### config.mk
export PLATFORM = sky130hd
export DESIGN_NAME = uart_top
export DESIGN_NICKNAME = d
export VERILOG_FILES = /design/src/hw/uart_line_pkg.sv /design/src/hw/uart_reg_pkg.sv /design/src/hw/uart_word_if.sv /design/src/hw/uart_baud_timer.sv /design/src/hw/uart_rx_engine.sv /design/src/hw/uart_top.sv /design/src/hw/uart_tx_engine.sv /design/src/hw/uart_word_buf.sv
export SDC_FILE = /design/constraint.sdc
export NUM_CORES = 1
export LEC_CHECK = 0
export CORE_MARGIN = 4
export CORE_UTILIZATION = 28
export CTS_CLUSTER_SIZE = 20
export DETAILED_ROUTE_END_ITERATION = 7
export DONT_BUFFER_PORTS = 1
export MAX_ROUTING_LAYER = met4
export PLACE_DENSITY = 0.39
export SLEW_MARGIN = 10
export SYNTH_ARGS = -nofsm -noshare
export SYNTH_HDL_FRONTEND = slang
export SYNTH_SLANG_ARGS = --single-unit
### constraint.sdc
create_clock -name clk -period 4.1 [get_ports clk]
set_clock_uncertainty 0.05 [all_clocks]
set_input_delay 1.23 -clock clk [delete_from_list [all_inputs] [get_ports clk]]
set_output_delay 1.23 -clock clk [all_outputs]
set_load 0.02 [all_outputs]
### src/hw/uart_line_pkg.sv
`default_nettype none

package uart_line_pkg;

    // ----------------------------------------
    // frame format
    // ----------------------------------------
    localparam int DATA_BITS   = 8;    // data bits per frame, lsb first
    localparam bit parity_even = 1'b1; // even parity, clear for odd
    localparam bit LINE_IDLE   = 1'b1; // mark level, also the stop bit level

    // ----------------------------------------
    // line timing
    // ----------------------------------------
    localparam int OVERSAMPLE    = 16; // ticks per bit
    localparam int MID_SAMPLE    = 7;  // tick index inside a bit where rx samples
    localparam int CLKS_PER_TICK = 4;  // clocks per oversampling tick

    // counter widths derived from the above
    localparam int TICK_CNT_W = $clog2(OVERSAMPLE);
    localparam int BIT_IDX_W  = $clog2(DATA_BITS);
    localparam int PRESCALE_W = $clog2(CLKS_PER_TICK);

    // position inside the frame, shared by both engines
    typedef enum logic [2:0] {
        st_idle,   // line at mark, nothing in flight
        st_start,  // start bit
        st_data,   // data bits
        st_parity, // parity bit
        st_stop    // stop bit
    } frame_state_t;

endpackage

`default_nettype wire

### src/hw/uart_reg_pkg.sv
`default_nettype none

package uart_reg_pkg;

    // host -> tx engine, one byte per write
    typedef logic [uart_line_pkg::DATA_BITS-1:0] tx_word_t;

    // ----------------------------------------
    // rx engine -> host
    // ----------------------------------------
    // the error bits travel with the byte so the host sees them
    // together with the data that caused them
    typedef struct packed {
        logic [uart_line_pkg::DATA_BITS-1:0] data; // received byte
        logic                                parity_err; // parity mismatch
        logic                                frame_err;  // stop bit sampled low
    } rx_word_t;

endpackage

`default_nettype wire

### src/hw/uart_word_if.sv
`timescale 1ns/1ps
`default_nettype none

// one word path: producer -> one-entry buffer -> consumer
interface uart_word_if #(
    parameter type T = logic [7:0] // payload carried on this path
);

    logic put;       // strobe, one clock
    T     put_word;  // valid with put
    logic full;      // level, buffer holds a word
    logic take;      // strobe, consumer grabs take_word
    T     take_word; // buffer contents, valid while full

    modport producer (output put, output put_word);

    modport buffer (
        input  put,
        input  put_word,
        input  take,
        output full,
        output take_word
    );

    modport consumer (input full, input take_word, output take);

endinterface

`default_nettype wire

### src/hw/uart_baud_timer.sv
`timescale 1ns/1ps
`default_nettype none

module uart_baud_timer (
    input  logic clk,
    input  logic rst_n,
    output logic tick  // one clock pulse per oversampling period
);

    import uart_line_pkg::*;

    logic [PRESCALE_W-1:0] div_cnt; // clocks since last tick
    logic                  wrap;

    assign wrap = (div_cnt == PRESCALE_W'(CLKS_PER_TICK - 1));

    // free running, no enable
    always_ff @(posedge clk) begin
        if (!rst_n) begin
            div_cnt <= '0;
            tick    <= 1'b0;
        end else begin
            tick <= wrap; // registered, so first tick lands CLKS_PER_TICK after reset
            if (wrap) begin
                div_cnt <= '0;
            end else begin
                div_cnt <= div_cnt + 1'b1;
            end
        end
    end

endmodule

`default_nettype wire

### src/hw/uart_rx_engine.sv
`timescale 1ns/1ps
`default_nettype none

module uart_rx_engine (
    input  logic          clk,
    input  logic          rst_n,
    input  logic          tick, // oversampling tick
    input  logic          rx,   // serial line in, asynchronous
    uart_word_if.producer dst
);

    import uart_line_pkg::*;
    import uart_reg_pkg::*;

    logic                  rx_meta;  // first sync stage
    logic                  rx_sync;  // line level in clk domain
    logic                  rx_prev;  // for edge detect
    logic                  fall;
    frame_state_t          state;
    logic [TICK_CNT_W-1:0] tick_cnt;
    logic [BIT_IDX_W-1:0]  bit_idx;
    logic [DATA_BITS-1:0]  shreg;    // fills from the top, lsb first
    logic                  par;      // running parity of data samples
    logic                  perr;     // parity verdict of this frame
    logic                  put_q;
    rx_word_t              word_q;
    logic                  mid_hit;  // start bit centre
    logic                  samp_hit; // one full bit after the previous sample

    assign fall     = rx_prev && !rx_sync;
    assign mid_hit  = tick && (tick_cnt == TICK_CNT_W'(MID_SAMPLE));
    assign samp_hit = tick && (tick_cnt == TICK_CNT_W'(OVERSAMPLE - 1));

    assign dst.put      = put_q;
    assign dst.put_word = word_q;

    // ----------------------------------------
    // input synchronizer
    // ----------------------------------------
    always_ff @(posedge clk) begin
        if (!rst_n) begin
            rx_meta <= LINE_IDLE; // avoid a false start edge out of reset
            rx_sync <= LINE_IDLE;
            rx_prev <= LINE_IDLE;
        end else begin
            rx_meta <= rx;
            rx_sync <= rx_meta;
            rx_prev <= rx_sync;
        end
    end

    // ----------------------------------------
    // sampled data and the outgoing word
    // ----------------------------------------
    always_ff @(posedge clk) begin
        if ((state == st_start) && mid_hit) begin
            par <= 1'b0;
        end else if ((state == st_data) && samp_hit) begin
            shreg <= {rx_sync, shreg[DATA_BITS-1:1]};
            par   <= par ^ rx_sync;
        end
        if ((state == st_parity) && samp_hit) begin
            perr <= par ^ rx_sync ^ ~parity_even; // 1 when the count is wrong
        end
        if ((state == st_stop) && samp_hit) begin
            word_q.data       <= shreg;
            word_q.parity_err <= perr;
            word_q.frame_err  <= !rx_sync; // stop must be mark
        end
    end

    // ----------------------------------------
    // frame sequencing
    // ----------------------------------------
    always_ff @(posedge clk) begin
        if (!rst_n) begin
            state    <= st_idle;
            tick_cnt <= '0;
            bit_idx  <= '0;
            put_q    <= 1'b0;
        end else begin
            put_q <= 1'b0;
            if (tick) begin
                tick_cnt <= tick_cnt + 1'b1;
            end
            case (state)
                st_idle: begin
                    if (fall) begin
                        state    <= st_start;
                        tick_cnt <= '0; // count from the edge
                    end
                end
                st_start: begin
                    if (mid_hit) begin
                        tick_cnt <= '0; // later samples land on bit centres
                        bit_idx  <= '0;
                        // high at the centre is a glitch, drop it
                        state <= rx_sync ? st_idle : st_data;
                    end
                end
                st_data: begin
                    if (samp_hit) begin
                        bit_idx <= bit_idx + 1'b1;
                        if (bit_idx == BIT_IDX_W'(DATA_BITS - 1)) begin
                            state <= st_parity;
                        end
                    end
                end
                st_parity: if (samp_hit) state <= st_stop;
                default: begin
                    // stop sample, hand the word over even with errors
                    if (samp_hit) begin
                        put_q <= 1'b1;
                        state <= st_idle;
                    end
                end
            endcase
        end
    end

endmodule

`default_nettype wire

### src/hw/uart_top.sv
`timescale 1ns/1ps
`default_nettype none

module uart_top (
    input  logic                                clk,
    input  logic                                rst_n,
    // serial line
    input  logic                                rx,
    output logic                                tx,
    // host transmit side
    input  logic                                tx_write,  // strobe
    input  uart_reg_pkg::tx_word_t              tx_data,
    output logic                                tx_full,   // write is dropped while set
    output logic                                tx_busy,
    // host receive side
    input  logic                                rx_read,   // strobe, frees the word
    output logic                                rx_valid,
    output logic [uart_line_pkg::DATA_BITS-1:0] rx_data,
    output logic                                rx_parity_err,
    output logic                                rx_frame_err,
    output logic                                rx_overrun // sticky until rx_read
);

    import uart_reg_pkg::*;

    logic tick;

    uart_word_if #(.T(tx_word_t)) tx_if ();
    uart_word_if #(.T(rx_word_t)) rx_if ();

    // ----------------------------------------
    // host side of the buffers
    // ----------------------------------------
    assign tx_if.put      = tx_write;
    assign tx_if.put_word = tx_data;
    assign tx_full        = tx_if.full;

    assign rx_if.take    = rx_read;
    assign rx_valid      = rx_if.full;
    assign rx_data       = rx_if.take_word.data;
    assign rx_parity_err = rx_if.take_word.parity_err;
    assign rx_frame_err  = rx_if.take_word.frame_err;

    uart_baud_timer baud_i (.clk(clk), .rst_n(rst_n), .tick(tick));

    // ----------------------------------------
    // transmit path
    // ----------------------------------------
    uart_word_buf #(.T(tx_word_t)) tx_buf_i (
        .clk     (clk),
        .rst_n   (rst_n),
        .wr      (tx_if.buffer),
        .overrun ()              // full write is simply dropped
    );

    uart_tx_engine tx_i (
        .clk   (clk),
        .rst_n (rst_n),
        .tick  (tick),
        .src   (tx_if.consumer),
        .tx    (tx),
        .busy  (tx_busy)
    );

    // ----------------------------------------
    // receive path
    // ----------------------------------------
    uart_rx_engine rx_i (
        .clk   (clk),
        .rst_n (rst_n),
        .tick  (tick),
        .rx    (rx),
        .dst   (rx_if.producer)
    );

    uart_word_buf #(.T(rx_word_t)) rx_buf_i (
        .clk     (clk),
        .rst_n   (rst_n),
        .wr      (rx_if.buffer),
        .overrun (rx_overrun)
    );

endmodule

`default_nettype wire

### src/hw/uart_tx_engine.sv
`timescale 1ns/1ps
`default_nettype none

module uart_tx_engine (
    input  logic          clk,
    input  logic          rst_n,
    input  logic          tick,   // oversampling tick
    uart_word_if.consumer src,
    output logic          tx,     // serial line out
    output logic          busy    // a frame is pending or on the line
);

    import uart_line_pkg::*;

    frame_state_t          state;
    logic [TICK_CNT_W-1:0] tick_cnt; // ticks spent in current bit
    logic [BIT_IDX_W-1:0]  bit_idx;  // data bit on the line
    logic [DATA_BITS-1:0]  shreg;    // bit 0 is the next data bit out
    logic                  par;      // running parity of bits sent
    logic                  line_lvl; // level owed to the line for this state
    logic                  bit_end;  // last tick of the current bit

    // grab the word as soon as we are free
    assign src.take = (state == st_idle) && src.full;
    assign busy     = (state != st_idle);
    assign bit_end  = tick && (tick_cnt == TICK_CNT_W'(OVERSAMPLE - 1));

    always_comb begin
        case (state)
            st_start:  line_lvl = 1'b0;
            st_data:   line_lvl = shreg[0];
            st_parity: line_lvl = par;
            default:   line_lvl = LINE_IDLE; // idle and stop
        endcase
    end

    // ----------------------------------------
    // shift register
    // ----------------------------------------
    always_ff @(posedge clk) begin
        if (src.take) begin
            shreg <= src.take_word;
        end else if ((state == st_data) && bit_end) begin
            shreg <= shreg >> 1; // lsb first
        end
    end

    // ----------------------------------------
    // frame sequencing
    // ----------------------------------------
    always_ff @(posedge clk) begin
        if (!rst_n) begin
            state    <= st_idle;
            tick_cnt <= '0;
            bit_idx  <= '0;
            par      <= 1'b0;
            tx       <= LINE_IDLE;
        end else begin
            // line only moves on a tick, so each bit gets exactly OVERSAMPLE ticks
            if (tick) begin
                tx <= line_lvl;
            end

            if (src.take) begin
                state    <= st_start; // start bit goes out on the next tick
                tick_cnt <= '0;
                bit_idx  <= '0;
                par      <= ~parity_even; // seed so odd parity needs no extra step
            end else if ((state != st_idle) && tick) begin
                tick_cnt <= tick_cnt + 1'b1;
                if (bit_end) begin
                    tick_cnt <= '0;
                    case (state)
                        st_start: state <= st_data;
                        st_data: begin
                            par     <= par ^ shreg[0];
                            bit_idx <= bit_idx + 1'b1;
                            if (bit_idx == BIT_IDX_W'(DATA_BITS - 1)) begin
                                state <= st_parity;
                            end
                        end
                        st_parity: state <= st_stop;
                        default:   state <= st_idle; // stop done, free for next word
                    endcase
                end
            end
        end
    end

endmodule

`default_nettype wire

### src/hw/uart_word_buf.sv
`timescale 1ns/1ps
`default_nettype none

module uart_word_buf #(
    parameter type T = logic [7:0] // payload held by the buffer
) (
    input  logic          clk,
    input  logic          rst_n,
    uart_word_if.buffer   wr,
    output logic          overrun  // sticky, a put hit a full buffer
);

    T     word_q; // the single entry
    logic full_q;
    logic accept;

    // a put is only taken into an empty slot
    assign accept       = wr.put && !full_q;
    assign wr.full      = full_q;
    assign wr.take_word = word_q;

    // ----------------------------------------
    // payload
    // ----------------------------------------
    always_ff @(posedge clk) begin
        if (accept) begin
            word_q <= wr.put_word;
        end
    end

    // ----------------------------------------
    // flags
    // ----------------------------------------
    always_ff @(posedge clk) begin
        if (!rst_n) begin
            full_q  <= 1'b0;
            overrun <= 1'b0;
        end else begin
            if (accept) begin
                full_q <= 1'b1;
            end else if (wr.take) begin
                full_q <= 1'b0; // slot free the clock after take
            end

            // take acknowledges the error along with the word
            if (wr.take) begin
                overrun <= 1'b0;
            end else if (wr.put && full_q) begin
                overrun <= 1'b1; // new word is lost, old one kept
            end
        end
    end

endmodule

`default_nettype wire

After elaboration in Yosys (flattened, before gate mapping)
Cells that the tools add are included.
{ "word_totals": {"wordCells": 124, "reg_bits": 78, "in_bits": 13, "out_inout_bits": 15} }
{ "op_classes": {"eq_ne": 20, "n_reduce_logical": 37, "muxes": 29, "bitwise_logic": 4, "n_addsub": 5} }
{ "op_table": {"columns": ["cell", "n"], "rows": [
  ["$mux W3", 9],
  ["$mux W4", 4],
  ["$mux W8", 2],
  ["$logic_and A1 B1 Y1", 14],
  ["$eq A3 B2 Y1 const B", 4],
  ["$pmux W3 S4", 1],
  ["$reduce_and A3 Y1", 4],
  ["$reduce_bool A2 Y1", 6],
  ["$eq A3 B3 Y1 const B", 3],
  ["$pmux W3 S3", 1],
  ["$add A4 B1 Y4 const B", 2],
  ["$eq A4 B4 Y1 const B", 2],
  ["$mux W1", 8],
  ["$ne A2 B1 Y1 const B", 4],
  ["$pmux W4 S2", 1],
  ["$add A3 B1 Y3 const B", 2],
  ["$eq A3 B1 Y1 const B", 2],
  ["$logic_not A3 Y1", 2],
  ["$pmux W3 S2", 1],
  ["$reduce_and A6 Y1", 1],
  ["$reduce_bool A3 Y1", 2],
  ["$reduce_or A2 Y1", 3],
  ["$reduce_or A5 Y1", 1],
  ["$eq A4 B3 Y1 const B", 1],
  ["10 further kinds", 15]
]} }

Depth between registers and ports, before layout
{ "depth": {"word_depth": 6, "depth_mapped": 5, "mapped_depth_nobuf": 4} }

Modules after synthesis
From an unflattened synthesis, not the netlist that was laid out.
{ "unflattened": {"hier_cells": 235, "area_unflattened_um2": 3128.0} }
{ "modules_own_cells": {"columns": ["mod", "cells_each", "area_each_um2", "seq_area_each_um2", "n_inst"], "rows": [
  ["uart_rx_engine", 102, 1311.3, 870.8, 1],
  ["uart_tx_engine", 94, 1014.7, 480.5, 1],
  ["uart_word_buf at rx_buf_i", 17, 380.4, 340.3, 1],
  ["uart_word_buf at tx_buf_i", 15, 320.3, 280.3, 1],
  ["uart_baud_timer", 7, 101.3, 60.1, 1]
]} }

Worst setup path before layout
OpenSTA, ideal clock, no wires.
{ "synth_timing": {"path_kind": "register -> output", "start": "register tx_i.state[0]", "end": "output port tx_busy", "path_buffers": 1, "required_ns": 2.820, "path_slack_ns": 1.862, "path_stages_with_launch": 3, "t_arrival_ns": 0.958, "cell_sequence": "dfxtp_1 > buf_6 > or3_2"} }
{ "synth_via": {"elab_chain_len": 1} }
{ "synth_lines": {"columns": ["item", "line_no", "rtl"], "rows": [
  ["from (decl)", "uart_tx_engine.sv:15", "frame_state_t state;"],
  ["from (signal assigned)", "uart_tx_engine.sv:53", "state <= st_idle;"],
  ["from (signal assigned)", "uart_tx_engine.sv:65", "state <= st_start;"],
  ["from (signal assigned)", "uart_tx_engine.sv:74", "st_start: state <= st_data;"],
  ["$reduce_bool A3 Y1", "uart_tx_engine.sv:25", "assign busy = (state != st_idle);"],
  ["to (decl)", "uart_top.sv:14", "output logic tx_busy,"]
]} }
No other way between the ends.

Worst setup path in the final report
{ "layout_timing": {"start": "register tx_i.state[1]", "end": "output port tx_busy"} }
Same word-level chain as after synthesis.

==> results.md <==
* Vias at roughly 1700
* Post-route clock period utilization at about 66%
* Die Wd at 112 µm
* First drt pass iteration count at 4
* Buf/Inv on CP at 0
* Critical path's top delay family: simple AND/OR/NAND/NOR gates
* Fin. Hold Viols at 0
* Detailed Place HPWL at around 3600 µm
* R2r endpoint: rx_i.dst.put_word[3]$_DFFE_PP_
* GRT Total Usage at roughly a tenth
* Die Y at 112 µm
* Leakage Power at 1.14 nW
* RSZ-0062 raised after global routing: false
* Synth unique cells at between 40 and 50
* Share of layout cells above drive strength 1 at approximately 12%
* Via density at 4.64
* CTS Buf Count at 9
* TritonCTS Sinks at 78
* Worst Reg2Reg Path Length in Cells at 3
* # diodes at 0
* Crit path kind: reg -> out
* Post-synth EDFFs at 45
* Ys async rst share at 0%
* Cells after Synth at ~230
* RR Startpoint: rx_i.tick_cnt[0]$_SDFF_PN0_
* Hold depth at 1
* CP max FO at 14
* H-tree depth at 3
* Vias in the first global route at 1751
* Dominant synthesized flop cell: edfxtp_1
* DRC at 0
* Required @ worst endpoint at about 2.8 ns
* Final setup viols at 0
* Insertion delay of the later-clocked pin in the worst-skew pair at around 0.34 ns
* Port-buffer cells at 0
* R2R Setup Slk at slightly below 2 ns
* Slew Limit Fails at 0
* Max frequency at about 0.37 GHz
* Peak VDD IR at around 0.16 mV
* Fillers at approximately 1000
* Initial core utilization at between 20% and 30%
* First-pass GRT wire length at between 9000 and 10000 µm
* Worst slew pin tran at roughly 1.1 ns
* Setup bufs post-CTS at 0
* Post-CTS Resized at 0
* Most frequent cells after synthesis: 45 x edfxtp_1, 33 x dfxtp_1, 13 x a21oi_1, 13 x nor2_1, 11 x nand2_1
* Synth warnings at 0
* Hold_sp: rx_i.rx_meta$_SDFF_PN1_
* CTS tree: built
* DR iter-0 viols at 101
* Hold WS at about 0.36 ns
* Routed len/inst at between 10 and 15 µm
* Gr ovfl total at 0
* Worst path max stage delay at ~0.64 ns
* CP Cell Sequence: or3_2
* Hold EP: rx_i.rx_sync$_SDFF_PN1_
* Top cell type by total area after synthesis: edfxtp_1
* # IOs at 28
* Syn-to-layout area delta at 10.4%
* Syn_area_per_cell at ~13 µm²
* Worst-path clk slew at about 0.080 ns
* Yosys reg bits at just under 80
* Critical Path Source: tx_i.state[1]$_SDFFE_PP0P_
* Clock root buffer: clkbuf_8
* Nets at between 200 and 300
* Synth top area cells: edfxtp_1 45%, dfxtp_1 22%, mux2_4 3.5%
* Max Cap Viol at 0
* Min-Delay Path Class: reg -> reg
* Most common cell in the netlist: edfxtp_1
* Slowest CP cell: or3_2
* PD cells at 440 mW/mm²
* Post-route ant nets at 0
* Initial antenna violation count at 0
* Largest net degree at the start of global routing at 18
* Setup TNS at 0 ns
* Core box area at roughly 0.010 mm²
* Number of hold buffers added after cts at 0
* RePlAce Congestion at about 0.7
* Synth Cell Area at 0.00303 mm²
* Seq/Total Area, Yosys at roughly two thirds
* Die area at between 0.01 and 0.015 mm²
* Longest Clk Path Bufs at 2
* Max transition margin at 24.4%
* CP startpoint kind: flop
* Kind of end point of the critical path: output port
* Synthesized Nets at approximately 250
* Status: complete, no violations
* Top cell type's share of synthesized area at between 40% and 50%
* Site Rows at 37
* Tmin final at around 2.7 ns
* Critical Path AT at 1.43 ns
* Total Wirelength at between 5000 and 6000 µm
[per-layer routing]
layer	part of all wire, %	up-vias	track usage (%)
met3	4.3	13	3.77
met4	2.3	0	4.09
met2	46	27	14.0
met1	47	818	11.5
li1	-	876	-
met5	0	-	-
[registers in the layout, summed over array words and instances, names as in the netlist, 2 cells and up]
name and flops:
tx_i.state 3, tx_i.tick_cnt 4, rx_i.state 3, rx_i.shreg 8, tx_buf_i.wr.take_word 8, tx_i.shreg 8
baud_i.div_cnt 2, rx_i.bit_idx 3, rx_buf_i.wr.take_word 10, rx_i.tick_cnt 4, rx_i.dst.put_word 10, tx_i.bit_idx 3
[kinds of logic (layout without fill, tap and decap cells)]
logic type | after synthesis | after routing | share of synthesized area, %
muxes | 8 | 8 | 3.80
AOI/OAI and AO/OA | 42 | 42 | 8.83
buffers and inverters | 20 | 27 | 3.30
and+or+nand+nor | 71 | 71 | 13.4
xor gates and xnor gates | 5 | 5 | 1.44
adders and majority gates | 7 | 7 | 2.89
DFF | 78 | 78 | 66.3
[cell type report]
class / count / area [µm²] / share of cell area [%]
clock buffer: 9 / 124 / 3.70
tap: 136 / 170 / 5.08
inverter: 9 / 33.8 / 1.01
timing repair buffer: 2 / 15.0 / 0.449
multi-input combinational: 133 / 927 / 27.7
clock inverter: 7 / 65.1 / 1.94
sequential: 78 / 2010 / 60.1
[cell usage in the layout (no fill, tap or decap), types with 3 or more instances in the layout]
cell type | synthesis | layout
clkbuf_8 | 0 | 9
a31oi_1 | 3 | 3
xor2_1 | 3 | 3
or3_1 | 3 | 3
a21oi_1 | 13 | 13
nand2_1 | 11 | 11
inv_1 | 8 | 8
nand3_1 | 5 | 5
nand4_1 | 10 | 10
nor2b_1 | 4 | 4
nor3_1 | 3 | 3
dfxtp_1 | 33 | 33
o22ai_1 | 3 | 3
clkinv_2 | 0 | 3
nor2_1 | 13 | 13
edfxtp_1 | 45 | 45
a211oi_1 | 3 | 3
and4_1 | 3 | 3
o31ai_1 | 8 | 8
ha_1 | 7 | 7
o21ai_0 | 6 | 6
mux2_4 | 7 | 7
[worst max path at each step]
stage          slack (ns)  cells after the start  endpoint
6_report             1.39                      1   tx_busy
5_1_grt              1.33                      1   tx_busy
4_1_cts              1.37                      1   tx_busy
3_5_place_dp         1.77                      1   tx_busy
3_3_place_gp         1.78                      1   tx_busy
2_1_floorplan        1.86                      2   tx_busy
[power breakdown]
group          switching, mW  internal [mW]
sequential            0.0132          0.845
combinational         0.0322         0.0277
clock                  0.277          0.277
[stage by stage]
stage / worst slack [ns] / utilization, % / std cells / power (mW) / cell area [µm²]
floorplan: 1.86 / - / 231 / 0.929 / 3030
global placement: 1.78 / 30.3 / 358 / 0.937 / 3160
detailed placement: 1.77 / 30.3 / 358 / 0.937 / 3160
CTS: 1.37 / 32.1 / 374 / 1.50 / 3350
global route: 1.33 / 32.1 / 374 / 1.55 / 3350
finish: 1.39 / 32.1 / 374 / 1.47 / 3350
(Power assumes the default switching activity.)
